**src/filter_pkg.sv**
```systemverilog
`default_nettype none

package filter_pkg;

	//////////////////////////////////////////////////////////////////////
	// Sizing
	//////////////////////////////////////////////////////////////////////

	// Filters sharing one force pipeline
	localparam int NUM_FILTERS = 4;
	localparam int FID_WIDTH = 2;

	// Particle ID width
	localparam int PID_WIDTH = 12;

	// Q8.8 coordinates, displacement gains one bit for the subtraction
	localparam int COORD_WIDTH = 16;
	localparam int DELTA_WIDTH = 17;

	// Sum of three Q.16 squares, max 3 * 2^32 fits easily
	localparam int R2_WIDTH = 36;

	// Cycles from an accepted pair to r2_valid
	localparam int R2_LATENCY = 4;

	// 12.0 A cutoff squared, 144 in Q.16
	// A pair passes only when r2 is strictly below this
	localparam logic [R2_WIDTH-1:0] CUTOFF_2 = 144 * (1 << 16);

	// Survivor FIFO per filter
	localparam int BUF_DEPTH = 16;
	localparam int BUF_ADDR_WIDTH = 4;

	//////////////////////////////////////////////////////////////////////
	// Types
	//////////////////////////////////////////////////////////////////////

	typedef logic [PID_WIDTH-1:0] pid_t;
	typedef logic signed [COORD_WIDTH-1:0] coord_t;
	typedef logic signed [DELTA_WIDTH-1:0] delta_t;
	typedef logic [R2_WIDTH-1:0] r2_t;
	typedef logic [FID_WIDTH-1:0] fid_t;

	typedef struct packed {
		coord_t x;
		coord_t y;
		coord_t z;
	} pos_t;

	// Candidate pair as it arrives from the pair generator
	typedef struct packed {
		pid_t ref_id;
		pid_t nbr_id;
		pos_t ref_pos;
		pos_t nbr_pos;
	} pair_in_t;

	// Filtered pair, displacements are neighbor minus reference
	typedef struct packed {
		pid_t ref_id;
		pid_t nbr_id;
		r2_t r2;
		delta_t dz;
		delta_t dy;
		delta_t dx;
	} pair_rec_t;

endpackage

`default_nettype wire

```
**src/filter_buffer.sv**
```systemverilog
`default_nettype none

module filter_buffer (
	input logic clk,
	input logic rst,
	input logic wr_en,
	input filter_pkg::pair_rec_t wr_data,
	input logic rd_en,
	output filter_pkg::pair_rec_t rd_data,
	output logic empty,
	output logic [filter_pkg::BUF_ADDR_WIDTH:0] used
);

	import filter_pkg::*;

	// Storage, contents are don't-care until written
	pair_rec_t mem [BUF_DEPTH];

	// Pointers wrap naturally, depth is a power of two
	logic [BUF_ADDR_WIDTH-1:0] wr_ptr;
	logic [BUF_ADDR_WIDTH-1:0] rd_ptr;
	logic [BUF_ADDR_WIDTH:0] count;

	logic full;

	assign full = (count == (BUF_ADDR_WIDTH+1)'(BUF_DEPTH));
	assign empty = (count == '0);
	assign used = count;

	// Show-ahead read, head entry always on the output
	assign rd_data = mem[rd_ptr];

	//////////////////////////////////////////////////////////////////////
	// Write side
	//////////////////////////////////////////////////////////////////////
	always_ff @(posedge clk)
	begin
		if (wr_en)
			mem[wr_ptr] <= wr_data;
	end

	//////////////////////////////////////////////////////////////////////
	// Pointers and count
	//////////////////////////////////////////////////////////////////////
	always_ff @(posedge clk)
	begin
		if (rst)
		begin
			wr_ptr <= '0;
			rd_ptr <= '0;
			count <= '0;
		end
		else
		begin
			if (wr_en)
				wr_ptr <= wr_ptr + 1'b1;
			if (rd_en)
				rd_ptr <= rd_ptr + 1'b1;
			// Simultaneous push and pop leaves the count alone
			case ({wr_en, rd_en})
				2'b10:
					count <= count + 1'b1;
				2'b01:
					count <= count - 1'b1;
				default:
					count <= count;
			endcase
		end
	end

	// Upstream back-pressure must keep the FIFO from overflowing
	a_no_overflow: assert property (@(posedge clk) disable iff (rst)
		wr_en |-> !full);

	// Arbiter only pops filters that report a pair
	a_no_underflow: assert property (@(posedge clk) disable iff (rst)
		rd_en |-> !empty);

endmodule

`default_nettype wire

```
**src/filter_logic.sv**
```systemverilog
`default_nettype none

module filter_logic (
	input logic clk,
	input logic rst,
	input logic in_valid,
	input filter_pkg::pair_in_t pair_in,
	input logic sel,
	output filter_pkg::pair_rec_t head,
	output logic pair_available,
	output logic back_pressure
);

	import filter_pkg::*;

	// Particle IDs travel beside the r2 pipe
	typedef struct packed {
		pid_t ref_id;
		pid_t nbr_id;
	} id_pair_t;

	id_pair_t [R2_LATENCY-1:0] id_q;

	// r2_compute results
	delta_t dx;
	delta_t dy;
	delta_t dz;
	r2_t r2;
	logic r2_valid;

	// Registered write into the FIFO
	logic wr_en;
	pair_rec_t wr_data;

	// FIFO status
	logic buf_empty;
	logic [BUF_ADDR_WIDTH:0] used;
	logic [BUF_ADDR_WIDTH:0] free_slots;

	//////////////////////////////////////////////////////////////////////
	// Distance pipeline
	//////////////////////////////////////////////////////////////////////
	r2_compute u_r2 (
		.clk(clk),
		.rst(rst),
		.in_valid(in_valid),
		.ref_pos(pair_in.ref_pos),
		.nbr_pos(pair_in.nbr_pos),
		.dx(dx),
		.dy(dy),
		.dz(dz),
		.r2(r2),
		.r2_valid(r2_valid)
	);

	// ID delay chain, same depth as the r2 pipe
	always_ff @(posedge clk)
	begin
		id_q <= {id_q[R2_LATENCY-2:0], id_pair_t'{pair_in.ref_id, pair_in.nbr_id}};
	end

	//////////////////////////////////////////////////////////////////////
	// Cutoff compare and write stage
	//////////////////////////////////////////////////////////////////////
	always_ff @(posedge clk)
	begin
		if (rst)
			wr_en <= 1'b0;
		else
			wr_en <= r2_valid && (r2 < CUTOFF_2);
	end

	// Record packed MSB to LSB as ref_id, nbr_id, r2, dz, dy, dx
	always_ff @(posedge clk)
	begin
		if (r2_valid)
			wr_data <= '{
				ref_id: id_q[R2_LATENCY-1].ref_id,
				nbr_id: id_q[R2_LATENCY-1].nbr_id,
				r2: r2,
				dz: dz,
				dy: dy,
				dx: dx
			};
	end

	filter_buffer u_buf (
		.clk(clk),
		.rst(rst),
		.wr_en(wr_en),
		.wr_data(wr_data),
		.rd_en(sel),
		.rd_data(head),
		.empty(buf_empty),
		.used(used)
	);

	assign pair_available = !buf_empty;

	// Hold off the source while the free space could not absorb
	// the four pairs in r2_compute plus the one in the write stage
	assign free_slots = (BUF_ADDR_WIDTH+1)'(BUF_DEPTH) - used;
	assign back_pressure = (free_slots <= (BUF_ADDR_WIDTH+1)'(R2_LATENCY + 1));

endmodule

`default_nettype wire

```
**src/r2_compute.sv**
```systemverilog
`default_nettype none

module r2_compute (
	input logic clk,
	input logic rst,
	input logic in_valid,
	input filter_pkg::pos_t ref_pos,
	input filter_pkg::pos_t nbr_pos,
	output filter_pkg::delta_t dx,
	output filter_pkg::delta_t dy,
	output filter_pkg::delta_t dz,
	output filter_pkg::r2_t r2,
	output logic r2_valid
);

	import filter_pkg::*;

	// Displacement triple carried down the pipe
	typedef struct packed {
		delta_t dx;
		delta_t dy;
		delta_t dz;
	} disp_t;

	// Sign extend both sides by one bit, then subtract
	function automatic delta_t coord_diff(coord_t nbr, coord_t ref_c);
		return {nbr[COORD_WIDTH-1], nbr} - {ref_c[COORD_WIDTH-1], ref_c};
	endfunction

	// Square at full r2 width so nothing is lost
	function automatic r2_t square(delta_t d);
		logic signed [R2_WIDTH-1:0] w;
		w = {{(R2_WIDTH-DELTA_WIDTH){d[DELTA_WIDTH-1]}}, d};
		return w * w;
	endfunction

	disp_t [R2_LATENCY-1:0] disp_q;
	logic [R2_LATENCY-1:0] valid_q;

	// Stage 2 squares, stage 3 partial sum, stage 4 final sum
	r2_t sq_x;
	r2_t sq_y;
	r2_t sq_z;
	r2_t sum_xy;
	r2_t sq_z_d;
	r2_t r2_q;

	//////////////////////////////////////////////////////////////////////
	// Valid shift, one bit per stage
	//////////////////////////////////////////////////////////////////////
	always_ff @(posedge clk)
	begin
		if (rst)
			valid_q <= '0;
		else
			valid_q <= {valid_q[R2_LATENCY-2:0], in_valid};
	end

	//////////////////////////////////////////////////////////////////////
	// Datapath, no reset needed on payload
	//////////////////////////////////////////////////////////////////////
	always_ff @(posedge clk)
	begin
		// Stage 1 subtract
		disp_q[0] <= '{
			dx: coord_diff(nbr_pos.x, ref_pos.x),
			dy: coord_diff(nbr_pos.y, ref_pos.y),
			dz: coord_diff(nbr_pos.z, ref_pos.z)
		};
		// Displacements ride along with the arithmetic
		disp_q[R2_LATENCY-1:1] <= disp_q[R2_LATENCY-2:0];
		// Stage 2 square
		sq_x <= square(disp_q[0].dx);
		sq_y <= square(disp_q[0].dy);
		sq_z <= square(disp_q[0].dz);
		// Stage 3 add x and y, hold z
		sum_xy <= sq_x + sq_y;
		sq_z_d <= sq_z;
		// Stage 4 add z
		r2_q <= sum_xy + sq_z_d;
	end

	assign dx = disp_q[R2_LATENCY-1].dx;
	assign dy = disp_q[R2_LATENCY-1].dy;
	assign dz = disp_q[R2_LATENCY-1].dz;
	assign r2 = r2_q;
	assign r2_valid = valid_q[R2_LATENCY-1];

	// Every accepted pair yields a result exactly R2_LATENCY later
	a_latency: assert property (@(posedge clk) disable iff (rst)
		in_valid |-> ##R2_LATENCY r2_valid);

	// And no result appears without a matching input
	a_no_spurious: assert property (@(posedge clk) disable iff (rst)
		r2_valid |-> $past(in_valid, R2_LATENCY));

endmodule

`default_nettype wire

```
**config.mk**
```make
export PLATFORM = sky130hd
export DESIGN_NAME = filter_logic
export DESIGN_NICKNAME = d
export VERILOG_FILES = /design/src/filter_pkg.sv /design/src/filter_buffer.sv /design/src/filter_logic.sv /design/src/r2_compute.sv
export SDC_FILE = /design/constraint.sdc
export NUM_CORES = 2
export LEC_CHECK = 0
export ABC_AREA = 1
export BUFFER_PORTS_ARGS = -buffer_cell sky130_fd_sc_hd__buf_2
export CORE_ASPECT_RATIO = 0.9
export CORE_UTILIZATION = 35
export DETAILED_ROUTE_END_ITERATION = 10
export GPL_TIMING_DRIVEN = 0
export PLACE_DENSITY = 0.49
export SETUP_SLACK_MARGIN = 0.1
export SYNTH_ARGS = -nofsm -noshare
export SYNTH_HDL_FRONTEND = slang
export SYNTH_HIERARCHICAL = 1
export SYNTH_SLANG_ARGS = --single-unit
```
**constraint.sdc**
```tcl
create_clock -name clk -period 12.2 [get_ports clk]
set_clock_uncertainty 0.05 [all_clocks]
set_input_delay 1.83 -clock clk [delete_from_list [all_inputs] [get_ports clk]]
set_output_delay 1.83 -clock clk [all_outputs]
set_load 0.05 [all_outputs]
```
## Yosys cells after proc, flatten, opt, wreduce, memory -nomap -nowiden

Memories as Yosys holds them, arrays and structs flattened. A register that Yosys moved wholly into a read port is not among the register bits.
Index checks and enable logic that the tools add are counted.
W data, S select, Z words.

- Add/sub/neg operators: 10
- Multipliers: 3
- Order comparisons: 2
- Equality and inequality tests: 2
- Mux-type cells: 5
- Reductions and logical operators: 4

Operators with widths:

| kind | count |
|---|---|
| $mul A17 B17 Y34 | 3 |
| $add A36 B36 Y36 | 2 |
| $sub A16 B16 Y17 | 3 |
| $lt A36 B24 Y1 const B | 1 |
| $pmux W5 S2 | 1 |
| $add A4 B1 Y4 const B | 2 |
| $mux W4 | 2 |
| $add A5 B1 Y5 const B | 1 |
| $le A5 B3 Y1 const B | 1 |
| $logic_not A5 Y1 | 1 |
| $sub A5 B1 Y5 const B | 1 |
| $sub A5 B5 Y5 const A | 1 |
| $eq A2 B1 Y1 const B | 1 |
| $eq A2 B2 Y1 const B | 1 |
| $mux W1 | 2 |
| $reduce_bool A2 Y1 | 1 |
| $logic_and A1 B1 Y1 | 1 |
| $logic_not A1 Y1 | 1 |

- Bits in registers: 645
- Bits in writable memories: 1776
- Input bits: 124
- Output and inout bits: 113
- Logic and storage cells: 64
- Memories: 1

Memories:

| memory | words | width | read ports | clocked after memory_dff | write ports | RTL line | text |
|---|---|---|---|---|---|---|---|
| u_buf.mem | 16 | 111 | 1 | 1 | 1 | filter_buffer.sv:17 | `pair_rec_t mem [BUF_DEPTH];` |

## Depth between registers and ports, before layout

- Depth in word-level cells: 3
- Depth in mapped cells: 29
- Gate-level depth less buffers: 27

## Modules after synthesis

Netlist, hierarchy kept.

By module, submodules not included:

| module | instances | cells an instance | area an instance (um2) | sequential area each (um2) |
|---|---|---|---|---|
| filter_buffer | 1 | 5717 | 73270.3 | 53671.5 |
| r2_compute | 1 | 5914 | 47667.0 | 8147.8 |
| filter_logic | 1 | 248 | 5460.2 | 5275.1 |

## Worst setup path before layout

OpenSTA, ideal clock, no wires.

- Kind: reg-to-reg
- Start point: register u_buf.wr_ptr[0]
- End point: memory u_buf/mem[0][0] in the netlist's numbering, enable pin
- Library setup time: 582 ps
- Arrival: 5292 ps
- Required time: 11568 ps
- Slack: 6276 ps
- Cell stages (with the launch flop): 5
- Buffers on the path: 0
- Period minus slack after synthesis: 5924 ps
- Path through: dfxtp_1 > inv_1 > ha_1 > nand2_1 > nor2_1

RTL lines:

| element | RTL line | text |
|---|---|---|
| from (decl) | filter_buffer.sv:20 | `logic [BUF_ADDR_WIDTH-1:0] wr_ptr;` |
| from (signal assigned) | filter_buffer.sv:56 | `wr_ptr <= wr_ptr + 1'b1;` |
| to (decl) | filter_buffer.sv:17 |  |

Straight into the memory's write port.

## Final worst setup path

- Start point: register u_r2/disp_q[19] in the netlist's numbering
- End point: register u_r2.sq_y[33]

- Cells in the longest elaborated chain, start to end: 1

Ends and longest elaborated chain:

| element | RTL line | text |
|---|---|---|
| from (decl) | r2_compute.sv:37 | `disp_t [R2_LATENCY-1:0] disp_q;` |
| from (signal, indexed assignment) | r2_compute.sv:71 | `disp_q[R2_LATENCY-1:1] <= disp_q[R2_LATENCY-2:0];` |
| $mul A17 B17 Y34 | r2_compute.sv:34 | `return w * w;` |
| to (signal assigned) | r2_compute.sv:74 | `sq_y <= square(disp_q[0].dy);` |
| to (decl) | r2_compute.sv:42 | `r2_t sq_y;` |

No other way between the ends.
A chain may end at the register's enable or synchronous reset.

==> results.py <==
metrics = {
    "routing": {
        "first_pass_iters": 7,
        "wirelength_mm": 371,
        "via_per_inst": 4.80,
        "ant_nets": 0,
        "drt_iter0_markers": 6304,
        "drc_errors": 0,
        "wl_per_cell_um": 21.3,
        "vias": 83700,
    },
    "floorplan": {
        "die_w_um": 635,
        "row_count": 208,
        "start_util_pct": 35.3,
        "core_area_mm2": 0.358,
        "die_y_um": 572,
        "die_area_mm2": 0.364,
        "ioPinCount": 237,
    },
    "global_routing": {
        "use_met1_pct": 27.2,
        "grt_pass1_wl_mm": 551,
        "grt_overflow_total": 0,
        "grtUsageTotal_pct": 20.2,
        "grt_pass1_vias": 85500,
        "grtUsageMet2_pct": 33.8,
        "top_usage_layer": "met2",
        "antenna_found_initial": 27,
        "met3_usage_pct": 2.40,
        "grt_max_degree": 60,
    },
    "setup_path": {
        "rr_startpoint": "u_r2/disp_q[19]",
        "required_ns": 12.87,
        "cp-start-kind": "flop",
        "arrival_ns": 8.06,
        "cp-end-kind": "flop",
        "r2r_setup_slack_ns": 4.81,
        "r2r_cells": 20,
        "cp_max_fo": 10,
        "critical_path_class": "flop to flop",
        "reg2reg_to": "u_r2/sq_y[33]",
    },
    "synthesis": {
        "avgSynthCellArea_um2": 10.6,
        "synth_edf_count": 1887,
        "synth_flop_cell": "edfxtp_1",
        "synthXorXnorAreaFrac_pct": 1.21,
        "synth_top_area_share_pct": 44.8,
        "ys_ff_latch": 2408,
        "synth_top_family_by_area": "adder cells",
        "syn-cell-area_mm2": 0.126,
        "synth_area_leader_cell": "edfxtp_1",
        "syn_nets": 13200,
        "async_flop_share_pct": 0,
        "synthTopCellsByCount": "2529 x inv_1, 1949 x nand2_1, 1887 x edfxtp_1",
        "synth_mux_area_share_pct": 0,
        "synth_adder_area_share_pct": 16.6,
        "synth_area_leaders": "edfxtp_1 45%, fa_1 13%, dfxtp_1 8.3%",
        "synth_warnings": 6,
        "ys_seq_area_share_pct": 53.1,
        "yosysUniqueCellTypes": 47,
        "yosys.area_share.simple_pct": 10.9,
        "synthMostInstantiatedCell": "inv_1",
        "syn_inst": 11900,
        "synth_compound_area_share_pct": 8.33,
    },
    "sta": {
        "rsz0062_at_grt": "false",
        "tightest_slew_ns": 1.38,
        "setup_tns_ns": 0,
        "setup_viol": 0,
        "maxSlewHeadroom_pct": 8.30,
        "hold_viol_final": 0,
        "fmax_mhz": 135,
        "period_needed_ns": 7.39,
        "final_max_slew_viol_count": 0,
        "period_share_pct": 60.6,
    },
    "cts": {
        "postCtsHoldBufs": 0,
        "cts_tree": "yes",
        "cts.sinks": 2408,
        "postCtsSetupRepairBufs": 0,
        "clkLatencyLatePin_ns": 0.86,
        "postCtsResizedCells": 0,
        "root_buffer": "clkbuf_16",
        "cts_htree_levels": 5,
        "cts_buffers": 267,
        "clk_pin_slew_ns": 0.06,
        "clk_path_buf_depth": 4,
    },
    "cells_and_area": {
        "drive_gt1_share_pct": 8.86,
        "fin_nets": 13800,
        "num-fill-cells": 34600,
        "syn_to_final_growth_pct": 13.7,
    },
    "place": {
        "place_congestion": 0.918,
        "hpwl_mm": 285,
        "io_buffers": 236,
    },
    "hold_path": {
        "worst_hold_startpoint": "id_q[35]",
        "min_to": "id_q[59]",
        "min_delay_path_depth": 0,
        "hp-class": "flop to flop",
    },
    "job": {
        "drv_cap": 0,
    },
    "status": {
        "status": "complete, no violations",
    },
}
## registers in the layout, indices dropped and copies added (netlist names), named ones only
signal,flops
u_buf/mem,1776
u_r2/disp_q,149
wr_data,111
id_q,96
u_r2/r2,36
u_r2/sum_xy,35
u_r2/sq_x,33
u_r2/sq_y,33
u_r2/sq_z,33
u_r2/sq_z_d,33
u_r2/dx,17
u_r2/dy,17
u_r2/dz,17
u_buf/used,5
u_buf/rd_ptr,4
u_buf/wr_ptr,4
u_r2/valid_q,4
wr_en,1
## worst max-delay path by stage
stage / endpoint / slack (ns) / start / cells after the start
after global placement: u_buf/mem[13][57] / 1.01 / u_buf/wr_ptr[1] / 4
after global routing: u_r2/sq_y[33] / 4.38 / u_r2/disp_q[19] / 21
after detailed placement: u_r2/sq_y[33] / 4.86 / u_r2/disp_q[19] / 20
after floorplan: u_buf/mem[0][0] / 6.28 / u_buf/wr_ptr[0] / 4
final: u_r2/sq_y[33] / 4.81 / u_r2/disp_q[19] / 20
after CTS: u_r2/sq_y[33] / 4.79 / u_r2/disp_q[19] / 20
## area by class of cell
type                            instances  area (um2)  area share [%]
Sequential cell                      2408       67100            46.7
Buffer                                529        2940            2.04
Antenna cell                           16        40.0          0.0279
Timing Repair Buffer                  312        2770            1.93
Multi-Input combinational cell       6408       47000            32.7
Inverter                             2534        9510            6.62
Clock inverter                        126        1200           0.838
Clock buffer                          353        7290            5.07
Tap cell                             4725        5910            4.11
## logic make-up after synthesis
family / Yosys count
fa+ha+maj: 1200
buf+inv: 3063
simple gates: 3270
flops: 2408
compound gates: 1763
xor+xnor: 175
## layer usage
layer  part of all wire [%]  up-vias  routed length (um)
met5                      0        -                   0
met3                    5.2      508               19400
met4                    3.8        0               14200
met1                     44    41100              164000
li1                       -    39800                   -
met2                     47     2258              174000
## worst max-delay path, cell delays in order (launching register included)
cell      delay [ns]
dfxtp_1         0.61
clkbuf_1        0.61
clkbuf_1        0.68
nand2_1         0.11
inv_1           0.18
fa_1            0.56
fa_1            0.84
inv_1           0.19
fa_1            0.53
fa_1            0.57
fa_1            0.43
fa_1            0.49
inv_1           0.04
ha_1            0.40
nand2_1         0.12
nor2_1          0.23
nand2_1         0.12
nor3_1          0.26
a21oi_1         0.13
nand2_1         0.07
nand2_1         0.04
## metrics by stage
stage | instances | hold slack (ns) | utilization [%] | setup WS, ns | instance area (um2)
after global routing | 17400 | 0.259 | 40.1 | 4.38 | 144000
after global placement | 16800 | 0.263 | 37.3 | 1.01 | 133000
after floorplan | 11900 | 0.260 | - | 6.28 | 126000
final | 17400 | 0.249 | 40.1 | 4.81 | 144000
after CTS | 17400 | 0.253 | 40.1 | 4.79 | 144000
after detailed placement | 16900 | 0.262 | 37.8 | 4.86 | 135000
## placed cells by master, fill, tap and decap left out, types with 273 or more instances in the layout
cell and n:
clkbuf_1 315, buf_2 320, dfxtp_1 520, clkbuf_16 273, o211ai_1 449, edfxtp_1 1887
nand3_1 840, a21oi_1 574, o21ai_0 400, nor2_1 290, ha_1 400, fa_1 800
nand2_1 1949, inv_1 2529
Power is not shown: default switching activity piles up to over one toggle a cycle in this logic, so the estimate is an artifact.
